==> src/include/exec_config.svh <==
`ifndef EXEC_CONFIG_SVH
`define EXEC_CONFIG_SVH

// datapath width
`define EXEC_XLEN 32

// multiplier pipeline depth, at least 2
`define EXEC_MUL_CYCLES 2

// shift-subtract steps of the divider
`define EXEC_DIV_CYCLES 32

`endif
==> src/hdl/exec_pkg.sv <==
`include "exec_config.svh"

package exec_pkg;

    typedef logic [`EXEC_XLEN-1:0]   word_t;
    typedef logic [2*`EXEC_XLEN-1:0] dword_t;  // hi in upper half
    typedef logic [4:0]              shamt_t;

    // decoded execute operation
    typedef enum logic [4:0] {
        OP_NOP,
        OP_ADD, OP_ADDU, OP_SUB, OP_SUBU,
        OP_AND, OP_OR, OP_XOR, OP_NOR,
        OP_SLT, OP_SLTU,
        OP_SLL, OP_SRL, OP_SRA,
        OP_MFHI, OP_MFLO, OP_MUL,
        OP_MULT, OP_MULTU, OP_DIV, OP_DIVU,
        OP_MADD, OP_MADDU, OP_MSUB, OP_MSUBU,
        OP_MTHI, OP_MTLO
    } exec_op_e;

    typedef enum logic [1:0] {
        DIV_IDLE,
        DIV_RUN,
        DIV_DONE
    } div_state_e;

endpackage

==> src/hdl/alu.sv <==
`timescale 1ns/1ps
`include "exec_config.svh"

module alu (
    input  exec_pkg::exec_op_e op_i,
    input  exec_pkg::word_t    a_i,
    input  exec_pkg::word_t    b_i,
    input  exec_pkg::shamt_t   shamt_i,
    input  exec_pkg::dword_t   product_i,
    input  exec_pkg::dword_t   hilo_i,
    output exec_pkg::word_t    result_o,
    output logic               overflow_o
);
    import exec_pkg::*;

    localparam int Msb = `EXEC_XLEN - 1;

    word_t sum;
    word_t diff;
    logic  sum_ovf;
    logic  diff_ovf;

    assign sum  = a_i + b_i;
    assign diff = a_i - b_i;

    // result sign differs from what the operands allow
    assign sum_ovf  = (a_i[Msb] == b_i[Msb]) && (sum[Msb] != a_i[Msb]);
    assign diff_ovf = (a_i[Msb] != b_i[Msb]) && (diff[Msb] != a_i[Msb]);

    always_comb begin
        result_o   = '0;
        overflow_o = 1'b0;
        case (op_i)
            OP_ADD: begin
                result_o   = sum;
                overflow_o = sum_ovf;
            end
            OP_SUB: begin
                result_o   = diff;
                overflow_o = diff_ovf;
            end
            OP_ADDU: result_o = sum;
            OP_SUBU: result_o = diff;
            OP_AND:  result_o = a_i & b_i;
            OP_OR:   result_o = a_i | b_i;
            OP_XOR:  result_o = a_i ^ b_i;
            OP_NOR:  result_o = ~(a_i | b_i);
            OP_SLT:  result_o = word_t'($signed(a_i) < $signed(b_i));
            OP_SLTU: result_o = word_t'(a_i < b_i);
            OP_SLL:  result_o = b_i << shamt_i;   // shifts act on rt
            OP_SRL:  result_o = b_i >> shamt_i;
            OP_SRA:  result_o = word_t'($signed(b_i) >>> shamt_i);
            OP_MFHI: result_o = hilo_i[2*`EXEC_XLEN-1:`EXEC_XLEN];
            OP_MFLO: result_o = hilo_i[Msb:0];
            OP_MUL:  result_o = product_i[Msb:0];  // valid in the ready cycle
            default: begin
                result_o = '0;  // hi/lo-only ops
            end
        endcase
    end

endmodule

==> config.mk <==
export PLATFORM = sky130hd
export DESIGN_NAME = alu
export DESIGN_NICKNAME = d
export VERILOG_FILES = /design/src/hdl/exec_pkg.sv /design/src/hdl/alu.sv
export VERILOG_INCLUDE_DIRS = /design/src /design/src/include
export SDC_FILE = /design/constraint.sdc
export NUM_CORES = 1
export LEC_CHECK = 0
export ABC_CLOCK_PERIOD_IN_PS = 3400
export BUFFER_PORTS_ARGS = -buffer_cell sky130_fd_sc_hd__buf_4
export CAP_MARGIN = 10
export CORE_MARGIN = 2
export CORE_UTILIZATION = 38
export DETAILED_ROUTE_END_ITERATION = 8
export MAX_ROUTING_LAYER = met4
export PLACE_DENSITY_LB_ADDON = 0.3
export SLEW_MARGIN = 25
export SYNTH_ARGS = -nofsm -noshare
export SYNTH_HDL_FRONTEND = slang
export SYNTH_SLANG_ARGS = --single-unit
==> constraint.sdc <==
create_clock -name vclk -period 3.4
set_clock_uncertainty 0.15 [all_clocks]
set_input_delay 0.34 -clock vclk [all_inputs]
set_output_delay 0.34 -clock vclk [all_outputs]
set_load 0.02 [all_outputs]
==> results by group <==
Status
  • Status: complete, but fails checks
  • Failing checks: negative setup slack

Min path
  • Hold_sp: product_i[8]
  • WHS Endpoint: result_o[8]
  • Hold path depth: 4
  • Type of the most critical hold path: in2out

Logic synthesis
  • Netlist cell types: 78
  • Top cell type's share of synthesized area: about an eighth
  • Syn_nets: 1741
  • Synth area leaders: ha_1 (13%), a21oi_1 (8.7%), nor2_1 (8.2%)
  • Synthesized area per cell: 6.34 um2
  • Post-Syn Area: 9140 um2
  • Post-synthesis sequential area ratio: 0%
  • Ys Warns: 0
  • Cells after Synth: around 1400
  • Post-synth top area cell: ha_1

GRT
  • GRT Util Overall: 43.2%
  • Pin count of the biggest net entering global routing: 37
  • First-pass GRT wire length: 82100 um
  • Vias in the first global route: 13400
  • Total grt overflow: 0
  • Number of antenna violations at the first check in global routing: 0

Timing
  • Worst slew margin: 37.4%
  • Final hold vios: 0
  • Final Setup Violations: 18
  • Final WS setup: -0.580 ns
  • WHS: 0.920 ns
  • Fmax: between 0.2 and 0.3 GHz
  • Final min period: 3.98 ns
  • RSZ-0062 raised after global routing: yes
  • Slew Limit Fails: 0
  • Final Cycle Share: 117%
  • Worst slew pin tran: 0.939 ns

Critical path
  • Worst Path Arrival: 3.49 ns
  • CP Cell Sequence: buf_8 > buf_4 > ha_2 > a21o_1 > a31o_4 > a21oi_4 > o41ai_4 > a2111oi_4 > or3_4 > a41oi_4 > a41o_1 > a21oi_2 > mux2_4 > a211o_4 > buf_6
  • CP Launch Type: input pin
  • Kind of critical path: in2out
  • CP endpoint kind: primary output
  • Slowest-stage cell, CP: a2111oi_4
  • CP max FO: 2
  • Crit path max-delay family: compound AO/OA/AOI/OAI gates
  • Required @ worst endpoint: ~2.9 ns
  • Max incr delay on CP: a little over 0.5 ns
  • Buffers and inverters on the worst path: 3

Final layout
  • Seq_cells: 0
  • Reg area: 0 um2
  • Net total in the final layout: approximately 2200
  • Finished Core Util: about 63%
  • Non-filler cells, final: 2252
  • Ratio of cells with drive above 1 in the final layout: 41.4%
  • Fillers: 2208
  • Most frequent cells in the layout: buf_4 (559), nor2_1 (192), a21oi_1 (147)
  • Final instance area: 14900 um2
  • Clock buffer cells: 0
  • Commonest non-fill, non-tap cell in the layout: buf_4
  • Ant. Diodes: 0
  • Synth-to-layout area growth: 63.6%

Drt
  • Final wirelength: ~57000 um
  • DRC violations left: 0
  • Drt wl/cell: 25.3 um
  • Antenna-violating nets left: 0
  • Detailed-route via count: 14200
  • Drt pass-1 iters: 6
  • Via density: 6.29
  • Starting DRT DRC Count: 1849

Floorplanning
  • Ports: around 240
  • Initial Utilization: 38.8%
  • Die Span Y: 159 um
  • Die ar.: 25300 um2
  • Die width: roughly 160 um
  • Core area: 23500 um2
  • Row cnt: 56

Placed design
  • Routability Congestion: 1.08
  • # port buffers: around 200
  • DP Cell Count: 2218
  • Post-DP Area: 13700 um2
  • Post-DP HPWL: ~46000 um

Run
  • Maxcap violations: 0

Power and ir drop
  • Power Density: 176 nW/um2
  • Leakage Power: 6.91 nW
  • Power Total: approximately 0.0026 W
  • Peak supply drop: 0.0975 mV
cells in the mapped netlist, types with 6 or more instances:
master,n
nor2_1,200
a21oi_1,159
nand2_1,122
o21ai_0,101
inv_1,100
ha_1,96
clkbuf_1,75
mux2i_1,51
a221oi_1,35
nand3_1,32
a22oi_1,30
o211ai_1,29
a211oi_1,27
nor3_1,24
a222oi_1,23
o22ai_1,23
buf_2,22
buf_1,21
a21o_1,20
nand4_1,20
mux4_2,17
a31oi_1,16
nand2b_1,16
o31ai_1,13
mux2_2,12
o21bai_1,11
o2111ai_1,10
nor2b_1,9
or3_1,9
nor4_1,8
o221ai_1,7
a211o_1,6
a221o_1,6
cells by family (layout without fill, tap and decap cells):
| group | count (synthesis) | in the layout | share of synthesized area (%) |
|---|---|---|---|
| xor+xnor | 4 | 4 | 0.384 |
| compound gates | 575 | 575 | 42.8 |
| buf+inv | 220 | 712 | 9.42 |
| simple gates | 463 | 463 | 22.3 |
| mux | 81 | 81 | 11.4 |
| fa+ha+maj | 98 | 98 | 13.6 |
metrics by stage:
step / TNS (ns) / setup slack [ns]
floorplan: -0.437 / -0.231
global route: -6.54 / -0.611
global placement: -7.86 / -0.573
detailed placement: -8.17 / -0.602
finish: -5.00 / -0.580
CTS: -3.84 / -0.538
power by group:
part / internal, W / switching (W)
combinational: 0.00121 / 0.00143
clock: 0 / 0
sequential: 0 / 0
layer usage:
metal | wire, um | vias to the layer above | share of wire, % | track usage, %
met2 | 25200 | 938 | 44 | 68.8
met4 | 5120 | 0 | 9.0 | 29.2
met3 | 5080 | 239 | 8.9 | 6.20
met5 | 0 | - | 0 | -
li1 | - | 6403 | - | -
met1 | 21500 | 6576 | 38 | 50.4
what timing repair did:
item / 4_1_cts / 5_1_grt
setup buffers: 22 / 18
pin swaps: 60 / 44
setup endpoints to repair: 22 / 26
gates resized for setup: 142 / 84
hold buffers: 0 / 0
worst max path at each step:
stage          startpoint           end  slack (ns)  cells after the start
2_1_floorplan      b_i[1]    overflow_o       -0.23                     13
3_3_place_gp       a_i[1]    overflow_o       -0.57                     16
3_5_place_dp       a_i[1]    overflow_o       -0.60                     16
4_1_cts            b_i[1]    overflow_o       -0.54                     15
5_1_grt            b_i[8]  result_o[30]       -0.61                     19
6_report           b_i[1]    overflow_o       -0.58                     15
layout make-up:
class	count	area [um2]	area share, %
Timing Repair Buffer	611	4900	32.8
Inverter	101	399	2.67
Tap cell	319	399	2.67
Multi-Input combinational cell	1221	9250	61.9
(Power assumes the default switching activity.)
