--- config.mk ---
export PLATFORM = sky130hd
export DESIGN_NAME = hilo_reg
export DESIGN_NICKNAME = d
export VERILOG_FILES = /design/src/hdl/exec_pkg.sv /design/src/hdl/hilo_reg.sv
export VERILOG_INCLUDE_DIRS = /design/src /design/src/include
export SDC_FILE = /design/constraint.sdc
export NUM_CORES = 1
export LEC_CHECK = 0
export BUFFER_PORTS_ARGS = -buffer_cell sky130_fd_sc_hd__buf_2
export CAP_MARGIN = 20
export CORE_MARGIN = 2
export CORE_UTILIZATION = 45
export DETAILED_ROUTE_END_ITERATION = 7
export PLACE_DENSITY = 0.7
export SLEW_MARGIN = 20
export SYNTH_ARGS = -nofsm -noshare
export SYNTH_HDL_FRONTEND = slang
export SYNTH_SLANG_ARGS = --single-unit
--- constraint.sdc ---
create_clock -name clk_i -period 6.7 [get_ports clk_i]
set_clock_uncertainty 0.05 [all_clocks]
set_input_delay 0.67 -clock clk_i [delete_from_list [all_inputs] [get_ports clk_i]]
set_output_delay 0.67 -clock clk_i [all_outputs]
set_load 0.02 [all_outputs]
--- src/include/exec_config.svh ---
`ifndef EXEC_CONFIG_SVH
`define EXEC_CONFIG_SVH

// datapath width
`define EXEC_XLEN 32

// multiplier pipeline depth, at least 2
`define EXEC_MUL_CYCLES 2

// shift-subtract steps of the divider
`define EXEC_DIV_CYCLES 32

`endif
--- src/hdl/exec_pkg.sv ---
`include "exec_config.svh"

package exec_pkg;

    typedef logic [`EXEC_XLEN-1:0]   word_t;
    typedef logic [2*`EXEC_XLEN-1:0] dword_t;  // hi in upper half
    typedef logic [4:0]              shamt_t;

    // decoded execute operation
    typedef enum logic [4:0] {
        OP_NOP,
        OP_ADD, OP_ADDU, OP_SUB, OP_SUBU,
        OP_AND, OP_OR, OP_XOR, OP_NOR,
        OP_SLT, OP_SLTU,
        OP_SLL, OP_SRL, OP_SRA,
        OP_MFHI, OP_MFLO, OP_MUL,
        OP_MULT, OP_MULTU, OP_DIV, OP_DIVU,
        OP_MADD, OP_MADDU, OP_MSUB, OP_MSUBU,
        OP_MTHI, OP_MTLO
    } exec_op_e;

    typedef enum logic [1:0] {
        DIV_IDLE,
        DIV_RUN,
        DIV_DONE
    } div_state_e;

endpackage

--- src/hdl/hilo_reg.sv ---
`timescale 1ns/1ps
`include "exec_config.svh"

module hilo_reg (
    input  logic               clk_i,
    input  logic               rst_n_i,
    input  logic               we_i,
    input  logic               flush_ex_i,
    input  exec_pkg::exec_op_e op_i,
    input  exec_pkg::word_t    src_i,
    input  exec_pkg::dword_t   product_i,
    input  exec_pkg::dword_t   quotient_rem_i,
    output exec_pkg::dword_t   hilo_o
);
    import exec_pkg::*;

    dword_t hilo_q;
    dword_t hilo_d;

    always_comb begin
        case (op_i)
            OP_MULT, OP_MULTU: hilo_d = product_i;
            OP_DIV, OP_DIVU:   hilo_d = quotient_rem_i;
            OP_MADD, OP_MADDU: hilo_d = hilo_q + product_i;
            OP_MSUB, OP_MSUBU: hilo_d = hilo_q - product_i;
            OP_MTHI:           hilo_d = {src_i, hilo_q[`EXEC_XLEN-1:0]};
            OP_MTLO:           hilo_d = {hilo_q[2*`EXEC_XLEN-1:`EXEC_XLEN], src_i};
            default:           hilo_d = hilo_q;
        endcase
    end

    always_ff @(posedge clk_i or negedge rst_n_i) begin
        if (!rst_n_i) begin
            hilo_q <= '0;
        end else if (we_i && !flush_ex_i) begin  // flushed ex keeps old value
            hilo_q <= hilo_d;
        end
    end

    assign hilo_o = hilo_q;

endmodule

==> flow_summary.yaml <==
synthesis:
  ys.flop_type: "dfrtp_1"
  syn_nets: 1360
  syn_inst: 1126
  syn_area_per_cell_sq_um: 7.69
  ys_async_sr_fraction_pct: 100
  ys.warnings.count: 0
  syn_area_sq_um: 8660
  synth_cell_types: 69
  synth_seq_cells: 64
  synth_seq_area_share_pct: 18.5
  synth_edf_count: 0
pwr:
  power_per_cell_area_nw_per_um2: 309
  p_leak_nw: 4.73
  peakVddDrop_v: 0.000150
placement:
  place_area_sq_um: 10000
  hpwlAfterDp_um: 30300
  port_buffers: 232
  place_congestion: 0.985
  place_inst: 1538
drt:
  wl_um: 38200
  firstDrtPassIters: 7
  drt_iter0_markers: 1150
  wire_per_inst_um: 24.4
  viasPerCell: 6.59
  vias: 10300
  drc: 0
  drtAntennaViolNets: 0
hold_path:
  hold_path.class: "flop to flop"
  worstHoldPathCells: 2
grt:
  track_usage_pct: 36.9
  overflow: 0
  first_global_vias: 9597
  grt_antenna_before_repair: 13
  grt_pass1_wl_um: 56300
  grt_max_degree: 66
critical_path:
  path_depth: 19
  crit_buf_inv: 2
  startpoint_type: "primary input"
  worstPathCellList: "buf_2, or4_4, nor4b_4, and2b_1, nand3_1, nor2_1, a31oi_1, xnor2_1, ha_1, a21o_1, o21bai_1, or3_1, a32o_1, or3_1, a31oi_1, buf_4, o21a_1, mux2_2, o21ai_0"
  critPathTopFamily: "simple AND/OR/NAND/NOR gates"
  critPathRequiredTime_ns: 6.92
  cp_slowest_cell: "or4_4"
  crit_arrival_ns: 5.74
  end_kind: "flop"
  max_stage_delay_ns: 0.57
  path_max_fanout: 8
  rr_worst_depth: 11
  path_class: "primary input to flop"
sta:
  report.final.slew_viol_count: 0
  slew_headroom_pct: 35.7
  hold_violations: 0
  clock.fmax_ghz: 0.181
  rsz0062_at_grt: "no"
  setup_violations: 0
  worst_pin_slew_ns: 0.965
  finalCriticalPeriod_ns: 5.52
  setup-tns-final_ns: 0
  min_period_over_period_pct: 82.4
run_status:
  status: "finished, final reports clean"
finish:
  num-nets-final: 1549
  stdcell_area_sq_um: 10300
  layout-drive-gt1-share_pct: 23.4
  area_growth_pct: 19.3
  fin_cells: 1561
  largest_register_ffs: 64
clocking:
  clk_path_buf_depth: 2
  clk_latency_ns: 0.35
  ctsHoldBuffers: 0
  cts_buffers: 9
  cts_resized: 0
  cts_setup_buffers: 0
  cts_tree: "built"
  clk_pin_slew_ns: 0.06
  clock-sinks: 64
  cts_root_buf: "clkbuf_16"
  htree_levels: 3
die:
  initial_utilization_pct: 46.1
  die_h_um: 143
  die_x_um: 143
  core_sq_um: 18800
  io_pins: 233
  num_rows: 50
  die_area_sq_um: 20400
job:
  cap_violations: 0
kinds of logic (layout without fill, tap and decap cells):
group                      count (synthesis)  count (layout)  synth area share [%]
other                                      0               8                     0
xor gates and xnor gates                 116             116                  11.8
adders and majority gates                 65              65                  9.48
muxes                                     27              27                  3.48
and+or+nand+nor                          339             339                  19.4
buffers and inverters                     86             279                  3.73
AOI/OAI and AO/OA                        429             429                  33.6
DFF                                       64              64                  18.5
layer usage:
layer  GRT usage (%)  wire, um  up-vias
met5               0        65        -
met4            16.4      1530       10
met3            10.2      4410       92
met2            59.5     17400      601
met1            45.9     14700     4854
li1                -         -     4724
power by group:
part           total [mW]  switching (mW)  internal [mW]
Sequential          0.621           0.122          0.499
Combinational        2.05            1.26          0.791
Clock               0.524           0.208          0.316
Total                3.19            1.59           1.61
metrics by stage:
| stage | setup WS (ns) | hold slack (ns) | util [%] | total power, mW |
|---|---|---|---|---|
| finish | 1.18 | 0.474 | 55.0 | 3.19 |
| global route | 0.904 | 0.512 | 55.0 | 3.40 |
| CTS | 1.24 | 0.476 | 54.9 | 3.16 |
| detailed placement | 0.889 | 0.462 | 53.3 | 2.63 |
| global placement | 0.911 | 0.455 | 53.3 | 2.64 |
| floorplan | 1.52 | 0.324 | - | 2.02 |
path summary, 6_finish.rpt:
| check | startpoint | end | slack [ns] |
|---|---|---|---|
| setup / recovery | product_i[6] | hilo_o[61] | 1.18 |
| hold / removal | hilo_o[56] | hilo_o[56] | 0.47 |
| setup reg to reg | hilo_o[1] | hilo_o[57] | 2.92 |
| hold reg to reg | hilo_o[56] | hilo_o[56] | 0.47 |
| max in group asynchronous | rst_n_i | hilo_o[20] | 5.46 |
| min in group asynchronous | rst_n_i | hilo_o[57] | 0.48 |
worst min-delay path, stage by stage, from the launching register on:
cell      delay (ns)
dfrtp_1         0.37
nand2_1         0.06
o221ai_1        0.06
cell usage after synthesis, types with 3 or more instances:
| cell | number | share of area [%] |
|---|---|---|
| o21a_1 | 14 | 1.2 |
| o41ai_1 | 6 | 0.61 |
| clkbuf_1 | 65 | 2.8 |
| a211oi_1 | 7 | 0.61 |
| inv_1 | 18 | 0.78 |
| nor4_1 | 7 | 0.51 |
| nor2b_1 | 6 | 0.43 |
| nand2_1 | 108 | 4.7 |
| nand3_1 | 20 | 1.2 |
| a21o_1 | 32 | 2.8 |
| a221oi_1 | 9 | 0.91 |
| nor3b_1 | 7 | 0.61 |
| or4_1 | 8 | 0.69 |
| a31oi_1 | 27 | 2.0 |
| nand2b_1 | 8 | 0.58 |
| a222oi_1 | 50 | 5.8 |
| a21boi_0 | 3 | 0.26 |
| o221ai_1 | 9 | 0.91 |
| xor2_1 | 63 | 6.4 |
| and3_1 | 8 | 0.58 |
| a41oi_1 | 3 | 0.30 |
| nand3b_1 | 3 | 0.26 |
| o21ai_1 | 8 | 0.46 |
| or3_1 | 12 | 0.87 |
| and2_1 | 5 | 0.36 |
| or4_4 | 3 | 0.39 |
| a221o_1 | 7 | 0.81 |
| nand4_1 | 15 | 1.1 |
| a211o_1 | 4 | 0.40 |
| mux2_2 | 25 | 3.3 |
| nor3_1 | 25 | 1.4 |
| dfrtp_1 | 64 | 18 |
| xnor2_1 | 52 | 5.3 |
| ha_1 | 64 | 9.2 |
| o211ai_1 | 7 | 0.61 |
| o21ai_0 | 95 | 5.5 |
| buf_1 | 3 | 0.13 |
| nor2_1 | 91 | 3.9 |
| o31ai_1 | 22 | 1.9 |
| a21oi_1 | 92 | 5.3 |
| o21bai_1 | 15 | 1.3 |
| a22oi_1 | 3 | 0.26 |
layout by cell type, fill, tap and decap left out, drive strengths merged, types with 11 or more instances in the layout:
cell      n
or4      11
a21o     32
a21oi    92
clkbuf   12
o21a     14
nand2   108
nand4    16
o21ai   103
nand3    20
o21bai   15
a31oi    28
buf     246
xor2     63
inv      18
or3      13
o31ai    22
dfrtp    64
nor2     92
xnor2    53
mux2     25
a222oi   50
nor3     25
ha       64
layout make-up:
class / count / area (sq um)
fillers: 1859 / 8440
multi-input cells: 976 / 6770
flip-flops and latches: 64 / 1600
repair buffers: 246 / 1270
well taps: 234 / 293
clock buffers: 12 / 267
inverters: 18 / 67.6
clock inverters: 3 / 40.0
diodes: 8 / 20.0
No activity file was read; power rests on OpenSTA's default activity.
