## src/include/exec_config.svh

```systemverilog
`ifndef EXEC_CONFIG_SVH
`define EXEC_CONFIG_SVH

// datapath width
`define EXEC_XLEN 32

// multiplier pipeline depth, at least 2
`define EXEC_MUL_CYCLES 2

// shift-subtract steps of the divider
`define EXEC_DIV_CYCLES 32

`endif
```

## src/hdl/exec_pkg.sv

```systemverilog
`include "exec_config.svh"

package exec_pkg;

    typedef logic [`EXEC_XLEN-1:0]   word_t;
    typedef logic [2*`EXEC_XLEN-1:0] dword_t;  // hi in upper half
    typedef logic [4:0]              shamt_t;

    // decoded execute operation
    typedef enum logic [4:0] {
        OP_NOP,
        OP_ADD, OP_ADDU, OP_SUB, OP_SUBU,
        OP_AND, OP_OR, OP_XOR, OP_NOR,
        OP_SLT, OP_SLTU,
        OP_SLL, OP_SRL, OP_SRA,
        OP_MFHI, OP_MFLO, OP_MUL,
        OP_MULT, OP_MULTU, OP_DIV, OP_DIVU,
        OP_MADD, OP_MADDU, OP_MSUB, OP_MSUBU,
        OP_MTHI, OP_MTLO
    } exec_op_e;

    typedef enum logic [1:0] {
        DIV_IDLE,
        DIV_RUN,
        DIV_DONE
    } div_state_e;

endpackage

```

## src/hdl/mul_unit.sv

```systemverilog
`timescale 1ns/1ps
`include "exec_config.svh"

module mul_unit (
    input  logic             clk_i,
    input  logic             rst_n_i,
    input  logic             flush_i,
    input  logic             start_i,
    input  logic             signed_i,
    input  exec_pkg::word_t  a_i,
    input  exec_pkg::word_t  b_i,
    output logic             ready_o,
    output exec_pkg::dword_t product_o
);
    import exec_pkg::*;

    localparam int Stages = `EXEC_MUL_CYCLES;
    localparam int Msb    = `EXEC_XLEN - 1;

    logic [Stages-1:0]              valid_q;
    logic signed [`EXEC_XLEN:0]     a_q;
    logic signed [`EXEC_XLEN:0]     b_q;
    logic signed [2*`EXEC_XLEN+1:0] full_prod;
    dword_t                         prod_q [1:Stages-1];
    logic                           accept;

    assign accept = start_i && !flush_i && !(|valid_q);  // one op in flight

    always_ff @(posedge clk_i or negedge rst_n_i) begin
        if (!rst_n_i) begin
            valid_q <= '0;
        end else if (flush_i) begin
            valid_q <= '0;
        end else begin
            valid_q <= {valid_q[Stages-2:0], accept};
        end
    end

    always_ff @(posedge clk_i) begin
        if (accept) begin
            a_q <= {signed_i && a_i[Msb], a_i};
            b_q <= {signed_i && b_i[Msb], b_i};
        end
        prod_q[1] <= full_prod[2*`EXEC_XLEN-1:0];
        for (int i = 2; i < Stages; i++) begin
            prod_q[i] <= prod_q[i-1];
        end
    end

    assign full_prod = a_q * b_q;  // 33x33 covers both signednesses
    assign ready_o   = valid_q[Stages-1];
    assign product_o = prod_q[Stages-1];

    ready_after_start_a: assert property (
        @(posedge clk_i) disable iff (!rst_n_i)
        $rose(ready_o) |-> $past(start_i, Stages)
    ) else $error("multiplier ready without a start");

endmodule

```

## config.mk

```make
export PLATFORM = sky130hd
export DESIGN_NAME = mul_unit
export DESIGN_NICKNAME = d
export VERILOG_FILES = /design/src/hdl/exec_pkg.sv /design/src/hdl/mul_unit.sv
export VERILOG_INCLUDE_DIRS = /design/src /design/src/include
export SDC_FILE = /design/constraint.sdc
export NUM_CORES = 2
export LEC_CHECK = 0
export BUFFER_PORTS_ARGS = -buffer_cell sky130_fd_sc_hd__buf_2
export CAP_MARGIN = 10
export CORE_ASPECT_RATIO = 0.5
export CORE_MARGIN = 8
export CORE_UTILIZATION = 45
export DETAILED_ROUTE_END_ITERATION = 10
export PLACE_DENSITY = 0.59
export SLEW_MARGIN = 20
export SYNTH_ARGS = -nofsm -noshare
export SYNTH_HDL_FRONTEND = slang
export SYNTH_SLANG_ARGS = --single-unit
```

## constraint.sdc

```tcl
create_clock -name clk_i -period 10.6 [get_ports clk_i]
set_input_delay 2.12 -clock clk_i [delete_from_list [all_inputs] [get_ports clk_i]]
set_output_delay 2.12 -clock clk_i [all_outputs]
set_load 0.005 [all_outputs]
```

==> run summary <==
### Finish
- number of fill cells: 8678
- FF+latch area: 0.003313 mm^2
- Area growth syn-to-layout: 6.370%
- Layout Nets: 5676
- fraction of final layout cells with drive strength greater than 1: 6.141%
- area of the multi-input gates: 0.03330 mm^2

### Logic synthesis
- sequential element share of the synthesized area: 7.994%
- Simple-Gate Fraction of Synth Area: 14.91%
- number of warnings reported in the yosys synthesis log: 0
- xor/xnor share of the synthesized area: 1.648%
- Avg Cell Area, Syn: 9.763 um^2
- Synth cell types: 61
- dominant combinational cell family by area after synthesis: adder cells
- Gate Count Post-Synth: 4245
- number of enable flip-flop cells after synthesis: 66
- area of the mapped netlist: 0.04144 mm^2
- Compound-Gate Fraction of Synth Area: 2.980%
- post-synthesis register bit count: 132
- post-synth net total: 5651
- multiplexer area fraction after synthesis: 0.04830%
- Async S/R FF share, synth: 1.515%
- adder-cell area share of the yosys netlist: 60.74%
- Top FF cell, synth: edfxtp_1

### Timing
- maximum clock skew at final layout: 0.03473 ns
- fin. max-slew vios: 0
- fmax: 0.1008 GHz
- setup repair after global routing missed its margin: no
- shortest clock period the worst path allows after layout: 9.923 ns
- slew at the pin with the worst max-slew slack: 1.105 ns
- Max-Slew Margin vs Limit: 26.33%
- total negative setup slack: 0 ns
- share of the cycle needed by the critical path after routing: 93.61%
- final hold violations: 0
- Setup violations, final: 0

### Die
- initial core utilization: 45.57%
- Top-Level Pins: 134
- Die ar.: 0.1027 mm^2
- core region area: 0.09096 mm^2
- overall die width: 445.2 um
- vertical die dimension: 230.6 um
- std cell rows: 78

### Global route
- global-route usage over all layers: 22.68%
- overflow left after global routing: 0
- GRT met3 Usage: 4.415%
- wire length of the first global-routing pass: 179600 um
- fraction of met1 tracks used by global routing: 28.04%
- GR Layer Usage met2: 39.75%
- number of global-route vias before repair: 31.78k
- initial antenna violation count: 3
- largest net degree at the start of global routing: 56
- global route hottest layer: met2

### Clock network
- TritonCTS sink count: 132
- Post-CTS Setup Inserts: 0
- Num CTS Buffers: 17
- CTS Root Buffer Type: clkbuf_16
- number of buffers added to fix hold violations after cts: 0
- clock buffer depth: 2
- clock edge transition at the registers on the reported setup and hold paths: 0.09 ns
- count of H-tree levels built during CTS: 4
- insertion delay to the later sink of the worst-skew pair: 0.55 ns
- PostCTS Resize Cnt: 0
- clock tree from TritonCTS: built

### Worst setup path
- startpoint class of the critical path: flip-flop
- critical path start-end classification: reg -> reg
- data required time at the worst endpoint: 11.01 ns
- Largest stage delay, worst path: 0.97 ns
- Data arrival, critical path: 10.33 ns
- kind of capture point of the worst setup path: flip-flop
- sequence of cells on the critical path: buf_4 > nand2_1 > inv_1 > fa_1 > inv_1 > fa_1 > fa_1 > inv_1 > fa_1 > fa_1 > fa_1 > fa_1 > inv_1 > fa_1 > inv_1 > ha_1 > nand4_1 > or4_1 > a311o_2 > a2111oi_2 > or2_1 > a311oi_1 > o31a_1 > xnor2_1
- maximum fanout along the worst path: 19
- crit path max-delay cell type: edfxtp_1
- cell type with the highest occurrence count on the critical path: fa_1

### Detailed routing
- routed wirelength normalized by instance count: 20.17 um
- overall routed net length: 111400 um
- per-cell via count in the routed design: 5.070
- number of detailed-routing iterations run before antenna repair: 6
- residual DRC count: 0
- antenna viol nets, final: 0
- number of DRC markers in iteration 0: 1489
- Vias: 28.01k

### Placed design
- DP Wirelength: 92670 um
- placer's final routability congestion estimate: 0.8677
- port buffer count: 133

### Outcome
- status: finished clean

### Flow run
- max-capacitance violation count: 0

### Worst hold path
- Min-Delay Path Class: reg -> reg

cell usage after synthesis, types with 6 or more instances:
cell	count	area share [%]
and3_1	7	0.11
xnor2_1	57	1.2
inv_1	1077	9.8
nand2b_1	8	0.12
clkbuf_1	200	1.8
dfxtp_1	64	3.1
nand4_1	11	0.17
fa_1	1125	54
nor2b_1	27	0.41
edfxtp_1	66	4.8
nor2_1	31	0.28
ha_1	212	6.4
o21bai_1	13	0.24
a21oi_1	61	0.74
or2_2	7	0.11
nand2_1	548	5.0
nand3_1	10	0.12
a211oi_1	6	0.11
nor3_1	7	0.085
a21o_1	26	0.47
xor2_1	21	0.44
and2_1	555	8.4
o21ai_0	35	0.42
a31oi_1	9	0.14
worst max-delay path: cells and delay by family (launching register included):
family	cells	cell delay, ns
fa+ha+maj	9	4.64
compound gates	4	1.63
simple gates	4	1.58
xor+xnor	1	0.13
flops	1	0.97
buf+inv	6	0.85
routing by layer:
layer	wire (um)	vias to the layer above
met1	44300	14864
met5	0	-
met2	56450	783
met3	6338	209
met4	4347	0
li1	-	12150
registers in the layout, summed over array words and instances (netlist names):
name and count:
prod_q 64, a_q 33, b_q 33, valid_q 2
per-stage QoR:
step | hold slack (ns) | instances | utilization [%] | area (um^2) | setup WS [ns]
2_1_floorplan | 0.4230 | 4245 | - | 41440 | 1.010
3_3_place_gp | 0.4570 | 5491 | 47.82 | 43490 | 0.8455
3_5_place_dp | 0.4758 | 5491 | 47.82 | 43490 | 0.8274
4_1_cts | 0.4831 | 5523 | 48.46 | 44080 | 0.7675
5_1_grt | 0.5119 | 5523 | 48.46 | 44080 | 0.2991
6_report | 0.4832 | 5524 | 48.47 | 44080 | 0.6772
area by class of cell:
class | count | area share, %
Multi-Input combinational cell | 2827 | 75.53
Timing Repair Buffer | 214 | 2.918
Antenna cell | 1 | 0.005676
Sequential cell | 132 | 7.515
Clock inverter | 13 | 0.3037
Inverter | 1078 | 9.179
Tap cell | 1240 | 3.519
Clock buffer | 19 | 1.030
kinds of logic (layout without fill, tap and decap cells):
family          after synthesis  count (layout)
fa+ha+maj                  1337            1337
buf+inv                    1286            1324
simple gates               1221            1221
compound gates              189             189
flops                       132             132
xor+xnor                     78              78
mux                           2               2
other cells                   0               1
path summary, 6_finish.rpt:
kind,startpoint,endpoint,slack (ns),cells after the start
min in group asynchronous,rst_n_i,valid_q[1]$_DFF_PN0_,1.38,1
hold reg to reg,valid_q[0]$_DFF_PN0_,valid_q[0]$_DFF_PN0_,0.48,1
max in group asynchronous,rst_n_i,valid_q[0]$_DFF_PN0_,9.13,1
setup / recovery,b_q[9]$_DFFE_PP_,prod_q[1][60]$_DFF_P_,0.68,24
setup reg to reg,b_q[9]$_DFFE_PP_,prod_q[1][60]$_DFF_P_,0.68,24
hold / removal,valid_q[0]$_DFF_PN0_,valid_q[0]$_DFF_PN0_,0.48,1
layout by cell type, fill, tap and decap left out, drive strengths merged, types with 5 or more instances in the layout:
cell type  netlist  final
a211oi           6      6
a21o            26     26
a21oi           62     62
a31oi           10     10
and2           556    556
and3             7      7
buf              8    214
clkbuf         200     19
dfxtp           64     64
edfxtp          66     66
fa            1125   1125
ha             212    212
inv           1078   1087
nand2          548    548
nand2b           8      8
nand3           10     10
nand4           11     11
nor2            31     31
nor2b           27     27
nor3             7      7
o21a             5      5
o21ai           38     38
o21bai          13     13
or2              9      9
xnor2           57     57
xor2            21     21
Power is not shown: default switching activity piles up to over one toggle a cycle in this logic, so the estimate is an artifact.
