===== config.mk =====
export PLATFORM = sky130hd
export DESIGN_NAME = muldiv_issue
export DESIGN_NICKNAME = d
export VERILOG_FILES = /design/src/hdl/exec_pkg.sv /design/src/hdl/muldiv_issue.sv
export VERILOG_INCLUDE_DIRS = /design/src /design/src/include
export SDC_FILE = /design/constraint.sdc
export NUM_CORES = 1
export LEC_CHECK = 0
export ABC_CLOCK_PERIOD_IN_PS = 2750
export BUFFER_PORTS_ARGS = -buffer_cell sky130_fd_sc_hd__buf_2
export CAP_MARGIN = 20
export CORE_AREA = 5 5 94 96
export DETAILED_ROUTE_END_ITERATION = 10
export DIE_AREA = 0 0 99 101
export GPL_TIMING_DRIVEN = 0
export PLACE_DENSITY = 0.59
export SLEW_MARGIN = 15
export SYNTH_ARGS = -nofsm -noshare
export SYNTH_HDL_FRONTEND = slang
export SYNTH_SLANG_ARGS = --single-unit

===== constraint.sdc =====
create_clock -name vclk -period 2.75
set_input_delay 0.275 -clock vclk [all_inputs]
set_output_delay 0.275 -clock vclk [all_outputs]
set_load 0.02 [all_outputs]

===== src/include/exec_config.svh =====
`ifndef EXEC_CONFIG_SVH
`define EXEC_CONFIG_SVH

// datapath width
`define EXEC_XLEN 32

// multiplier pipeline depth, at least 2
`define EXEC_MUL_CYCLES 2

// shift-subtract steps of the divider
`define EXEC_DIV_CYCLES 32

`endif

===== src/hdl/exec_pkg.sv =====
`include "exec_config.svh"

package exec_pkg;

    typedef logic [`EXEC_XLEN-1:0]   word_t;
    typedef logic [2*`EXEC_XLEN-1:0] dword_t;  // hi in upper half
    typedef logic [4:0]              shamt_t;

    // decoded execute operation
    typedef enum logic [4:0] {
        OP_NOP,
        OP_ADD, OP_ADDU, OP_SUB, OP_SUBU,
        OP_AND, OP_OR, OP_XOR, OP_NOR,
        OP_SLT, OP_SLTU,
        OP_SLL, OP_SRL, OP_SRA,
        OP_MFHI, OP_MFLO, OP_MUL,
        OP_MULT, OP_MULTU, OP_DIV, OP_DIVU,
        OP_MADD, OP_MADDU, OP_MSUB, OP_MSUBU,
        OP_MTHI, OP_MTLO
    } exec_op_e;

    typedef enum logic [1:0] {
        DIV_IDLE,
        DIV_RUN,
        DIV_DONE
    } div_state_e;

endpackage


===== src/hdl/muldiv_issue.sv =====
`timescale 1ns/1ps

module muldiv_issue (
    input  exec_pkg::exec_op_e op1_i,
    input  exec_pkg::exec_op_e op2_i,
    input  exec_pkg::word_t    src1a_i,
    input  exec_pkg::word_t    src1b_i,
    input  exec_pkg::word_t    src2a_i,
    input  exec_pkg::word_t    src2b_i,
    input  logic               flush_master_i,
    input  logic               flush_slave_i,
    input  logic               mul_ready_i,
    input  logic               div_ready_i,
    output exec_pkg::word_t    md_a_o,
    output exec_pkg::word_t    md_b_o,
    output exec_pkg::word_t    md_src_o,
    output exec_pkg::exec_op_e md_op_o,
    output logic               mul_start_o,
    output logic               div_start_o,
    output logic               md_signed_o,
    output logic               md_flush_o,
    output logic               hilo_we_o,
    output logic               stall_o
);
    import exec_pkg::*;

    function automatic logic is_mul(input exec_op_e op);
        return op inside {OP_MUL, OP_MULT, OP_MULTU, OP_MADD, OP_MADDU, OP_MSUB, OP_MSUBU};
    endfunction

    function automatic logic uses_md(input exec_op_e op);
        return is_mul(op) || (op inside {OP_DIV, OP_DIVU, OP_MTHI, OP_MTLO});
    endfunction

    logic sel_slave;
    logic op_mul;
    logic op_div;
    logic op_mt;

    assign sel_slave = !uses_md(op1_i) && uses_md(op2_i);  // master wins a tie

    assign md_op_o    = sel_slave ? op2_i : op1_i;
    assign md_a_o     = sel_slave ? src2a_i : src1a_i;
    assign md_b_o     = sel_slave ? src2b_i : src1b_i;
    assign md_src_o   = md_a_o;  // mthi/mtlo source
    assign md_flush_o = sel_slave ? flush_slave_i : flush_master_i;

    assign op_mul = is_mul(md_op_o);
    assign op_div = md_op_o inside {OP_DIV, OP_DIVU};
    assign op_mt  = md_op_o inside {OP_MTHI, OP_MTLO};

    assign md_signed_o = md_op_o inside {OP_MUL, OP_MULT, OP_MADD, OP_MSUB, OP_DIV};

    // start held until the unit answers
    assign mul_start_o = op_mul && !mul_ready_i;
    assign div_start_o = op_div && !div_ready_i;
    assign stall_o     = mul_start_o || div_start_o;

    // three-operand mul leaves hi/lo alone
    assign hilo_we_o = (op_mul && mul_ready_i && (md_op_o != OP_MUL))
                     || (op_div && div_ready_i)
                     || op_mt;

    always_comb begin
        one_unit_a: assert final (!(mul_ready_i && div_ready_i))
            else $error("multiplier and divider answered together");
    end

endmodule


==> flow_metrics.tcl, run 1 <==
set metrics [dict create \
    yosysUniqueCellTypes 34 \
    vias 2709 \
    rsz0062_at_grt "false" \
    use_met2_pct 25.2 \
    p_leak_uw 0.00197 \
    synth_top_cell_area_share_pct 50.8 \
    crit_arrival_ns 1.86 \
    grtUsageMet3_pct 1.59 \
    cp_slowest_stage_delay_ns 0.25 \
    gp_congestion 0.852 \
    drt-pass1-iter-count 7 \
    start_kind "input pin" \
    worst_pin_slew_ns 0.369 \
    synthTopCellsByArea "nand2_1 (51%), buf_4 (20%), buf_2 (2.6%)" \
    seq_cell_count 0 \
    postRouteAntennaNets 0 \
    dieWidth_um 99 \
    pre_cts_ws_ns 0.597 \
    netlist_instances 313 \
    drive_above_1_share_pct 54.7 \
    p_switching_uw 473 \
    p_comb_share_pct 100.0 \
    final_nets 703 \
    crit_slowest_cell "a21o_2" \
    ys_seq_area_share_pct 0 \
    cts_hold_buffers 0 \
    worst_slack_ns 0.617 \
    synth.avg_cell_area_um2 4.91 \
    syn2layout_area_growth_pct 88.7 \
    drt-initial-drc-count 81 \
    fin_cells 664 \
    end_kind "output pin" \
    post_cts_resized 0 \
    regArea_um2 0 \
    p_clk_share_pct 0 \
    finalCritPeriodShare_pct 77.6 \
    grt-ovfl-total 0 \
    switching_share_pct 59.1 \
    syn-cell-area_mm2 0.00154 \
    io_buffers 246 \
    core-area_mm2 0.00797 \
    num_rows 33 \
    cp_max_fo 10 \
    path_cells "buf_2, nor2b_2, a21o_2, nor2_4, buf_6, buf_4, nand2_1, nand2_1, buf_4, buf_2" \
    max-slew-margin-rel_pct 75.3 \
    fp.dieH_um 101 \
    status "completed" \
    cp.required_ns 2.48 \
    clock.fmax_mhz 469 \
    antenna_found_initial 0 \
    dieArea_mm2 0.0100 \
    critPathKind "input pin to output pin" \
    viasPerCell 4.08 \
    grt_pass1_vias 2431 \
    tns_ns 0 \
    drc_errors 0 \
    hold_viol 0 \
    n_clock_buffer 0 \
    finalSetupViolCount 0 \
    seqPwrFrac_pct 0 \
    wl_per_cell_um 11.7 \
    power_density_mw_per_mm2 276 \
    routed_wl_mm 7.80 \
    grt_max_degree 11 \
    grt_usage_pct 13.0 \
    initial_core_util_pct 19.3 \
    yosys.area.top_type "nand2_1" \
    syn_nets 455 \
    internal-power_uw 327 \
    cts_setup_buffers 0 \
    dp.cells 664 \
    cap_violations 0 \
    met1_usage_pct 15.9 \
    grt_busiest_layer "met2" \
    hpwl_mm 6.81 \
    fin_crit_ns 2.13 \
    num_io_pins 249 \
    grt_pass1_wl_mm 11.3 \
    drv_slew 0 \
    vdd_ir_drop_max_mv 0.0885 \
    num_antenna_cells 0 \
    yosysWarnings 0 \
    hold_path_class "input pin to output pin" \
]
[layout make-up]
type,count,area [µm²]
Buffer,49,352
Fill cell,911,5070
Inverter,1,3.75
Multi-Input combinational cell,263,1180
Tap cell,105,131
Timing Repair Buffer,246,1230
[critical path, delay by kind of cell]
family | cells | cell delay, ns
AO/OA/AOI/OAI | 1 | 0.25
buffers and inverters | 5 | 0.78
AND/OR/NAND/NOR | 4 | 0.54
[cell usage after synthesis, drive strengths merged]
master     n
nor2       5
and4       1
and3b      1
a2111oi    1
or3b       1
o21a       2
nor2b      6
o2111ai    1
mux2       1
a31oi      2
o21ai      8
o211ai     1
a21o       3
a21oi      5
inv        1
xor2       2
nand2    209
o31a       1
and3       1
buf       49
nand2b     2
o32ai      2
nand3      4
nand4      1
nor3       3
[cells in the final DEF (no fill, tap or decap), types with 2 or more instances in the layout]
cell type | Yosys | routed
nor2b_1 | 2 | 2
o21ai_0 | 7 | 7
a21oi_1 | 3 | 3
a21oi_4 | 2 | 2
o21a_1 | 2 | 2
a31oi_1 | 2 | 2
nor3_1 | 3 | 3
buf_2 | 8 | 254
nand2_1 | 208 | 208
xor2_1 | 2 | 2
nor2_1 | 4 | 4
o32ai_1 | 2 | 2
nor2b_2 | 3 | 3
nand2b_1 | 2 | 2
a21o_1 | 2 | 2
nand3_1 | 4 | 4
buf_4 | 40 | 40
[through the flow]
step / cell area [µm²] / power (µW) / hold slack (ns) / utilization [%]
final: 2900 / 800 / 0.832 / 36.4
after global routing: 2900 / 869 / 0.845 / 36.4
after CTS: 2900 / 809 / 0.833 / 36.4
after detailed placement: 2900 / 806 / 0.831 / 36.4
after global placement: 2900 / 804 / 0.840 / 36.4
after floorplan: 1540 / 501 / 0.630 / -
[metal layers]
| metal | wire length (µm) | vias up |
|---|---|---|
| li1 | - | 1442 |
| met1 | 3000 | 1141 |
| met2 | 4110 | 124 |
| met3 | 654 | 2 |
| met4 | 31 | 0 |
| met5 | 0 | - |
[worst paths after layout]
| check | cells past startpoint | slack (ns) | from | end |
|---|---|---|---|---|
| setup / recovery | 10 | 0.62 | op1_i[4] | md_src_o[0] |
| hold / removal | 3 | 0.83 | mul_ready_i | mul_start_o |
[power by group through the flow]
stage | Clock [µW] | Combinational [µW] | Sequential, µW
finish | 0 | 800 | 0
global route | 0 | 869 | 0
CTS | 0 | 809 | 0
detailed placement | 0 | 806 | 0
global placement | 0 | 804 | 0
floorplan | 0 | 501 | 0
[cell families after synthesis]
family | after synthesis | share of synthesized area [%]
multiplexers | 1 | 0.977
buffers and inverters | 50 | 23.1
AO/OA/AOI/OAI | 26 | 12.8
XOR/XNOR | 2 | 1.14
AND/OR/NAND/NOR | 234 | 62.0
Power figures use the tool's default switching activity.
==> inputs of run 2 (changes only) <==
- ABC_CLOCK_PERIOD_IN_PS: 2750 -> 1900
- PLACE_DENSITY: 0.59 -> 0.61
- clock period: 2.75 -> 1.9 ns (I/O delays scaled with it)
==> run 2 against run 1 <==
Combinational power is 50% higher. Worst setup slack got worse by 0.55 ns. Critical endpoint is now md_signed_o. Worst hold slack got worse by 0.17 ns. Cell area up 3.5%. Critical path depth is 2 lower. Core utilization rose by 1.3 points. Largest cell class unchanged. Cell count grew 1.2%. Non-clock buffer count rose by 8. Power grew 50%. Sequential share of layout area stayed put.
==> flow_metrics.tcl, run 2 (synthesized netlist as in run 1, its figures left out) <==
set metrics [dict create \
    hpwl_mm 6.84 \
    grt-ovfl-total 0 \
    routed_wl_mm 8.05 \
    num_antenna_cells 0 \
    crit_buf_inv 3 \
    final_cell_mix "buf_2 (251), nand2_1 (207), buf_4 (46), o21ai_0 (7)" \
    syn2layout_area_growth_pct 95.3 \
    wl_per_cell_um 12.0 \
    multi_input_area_mm2 0.00120 \
    holdPathStages 3 \
    seq_cell_count 0 \
    cp.required_ns 1.71 \
    drt-initial-drc-count 69 \
    postRouteAntennaNets 0 \
    num_io_pins 249 \
    fill_cells 901 \
    clock.fmax_mhz 546 \
    whs_endpoint "mul_start_o" \
    critPathKind "input pin to output pin" \
    final_nets 711 \
    antenna_found_initial 0 \
    crit_family "buffers and inverters" \
    path_cells "buf_2, nor2b_4, a21o_4, nor2_4, buf_6, mux2_4, o21a_1, buf_2" \
    max-slew-margin-rel_pct 78.5 \
    tns_ns 0 \
    cp_max_fo 6 \
    crit_arrival_ns 1.64 \
    vias 2752 \
    cp_slowest_stage_delay_ns 0.29 \
    hold_viol 0 \
    start_kind "input pin" \
    drive_above_1_share_pct 55.6 \
    end_kind "output pin" \
    grt_max_degree 11 \
    dieWidth_um 99 \
    finalSetupViolCount 0 \
    num_rows 33 \
    pre_cts_ws_ns -0.0582 \
    hp-start "mul_ready_i" \
    drv_slew 0 \
    drt-pass1-iter-count 4 \
    crit_slowest_cell "mux2_4" \
    grt_pass1_vias 2447 \
    finalCritPeriodShare_pct 96.3 \
    power_density_mw_per_mm2 400 \
    dieArea_mm2 0.0100 \
    hold_path_class "input pin to output pin" \
    worst_slack_ns 0.0696 \
    fp.dieH_um 101 \
    regArea_um2 0 \
    fin_crit_ns 1.83 \
    viasPerCell 4.10 \
    cp_num_cells 8 \
    drc_errors 0 \
    p_leak_uw 0.00202 \
    n_clock_buffer 0 \
    final_common_cell "buf_2" \
    vdd_ir_drop_max_mv 0.143 \
    grt_usage_pct 13.7 \
    worst_pin_slew_ns 0.322 \
    grt_pass1_wl_mm 11.7 \
    cap_violations 0 \
    io_buffers 246 \
    gp_congestion 0.874 \
    initial_core_util_pct 19.3 \
    core-area_mm2 0.00797 \
    crit_path_frequent_cell "buf_2" \
    status "completed" \
]
run 2: worst max path at each step:
stage / from / slack, ns / endpoint
after floorplan: op2_i[0] / 0.12 / stall_o
after global placement: op1_i[4] / -0.07 / md_src_o[0]
after detailed placement: op1_i[4] / -0.06 / md_src_o[1]
after CTS: op1_i[4] / -0.03 / md_src_o[1]
after global routing: op1_i[4] / -0.0003 / hilo_we_o
final: op1_i[4] / 0.07 / md_signed_o
run 2: area by class of cell:
class	instances	area share, %
Timing Repair Buffer	255	43.4
Multi-Input combinational cell	263	40.0
Inverter	1	0.125
Buffer	48	12.1
Tap cell	105	4.38
run 2: power breakdown:
group | total [µW] | switching (µW) | internal, µW
registers | 0 | 0 | 0
logic | 1200 | 701 | 499
clock network | 0 | 0 | 0
run 2: metal layers:
layer	vias to the layer above	track usage, %	wire, µm
li1	1455	-	-
met1	1172	17.3	3090
met2	123	26.2	4290
met3	2	1.66	662
met4	0	0	7
met5	-	0	0
run 2: metrics by stage:
step | cell area [µm²] | power, µW | hold WS, ns | utilization [%] | cells
2_1_floorplan | 1540 | 726 | 0.460 | - | 313
3_3_place_gp | 2900 | 1170 | 0.665 | 36.4 | 664
3_5_place_dp | 2900 | 1170 | 0.664 | 36.4 | 664
4_1_cts | 2920 | 1190 | 0.665 | 36.6 | 666
5_1_grt | 3000 | 1300 | 0.675 | 37.7 | 672
6_report | 3000 | 1200 | 0.663 | 37.7 | 672
run 2: repair_timing:
| item | CTS | global route |
|---|---|---|
| pin swaps | 2 | 4 |
| setup buffers | 3 | 6 |
| hold buffers | 0 | 0 |
| gates resized for setup | 1 | 9 |
| endpoints found under the setup margin | 8 | 53 |
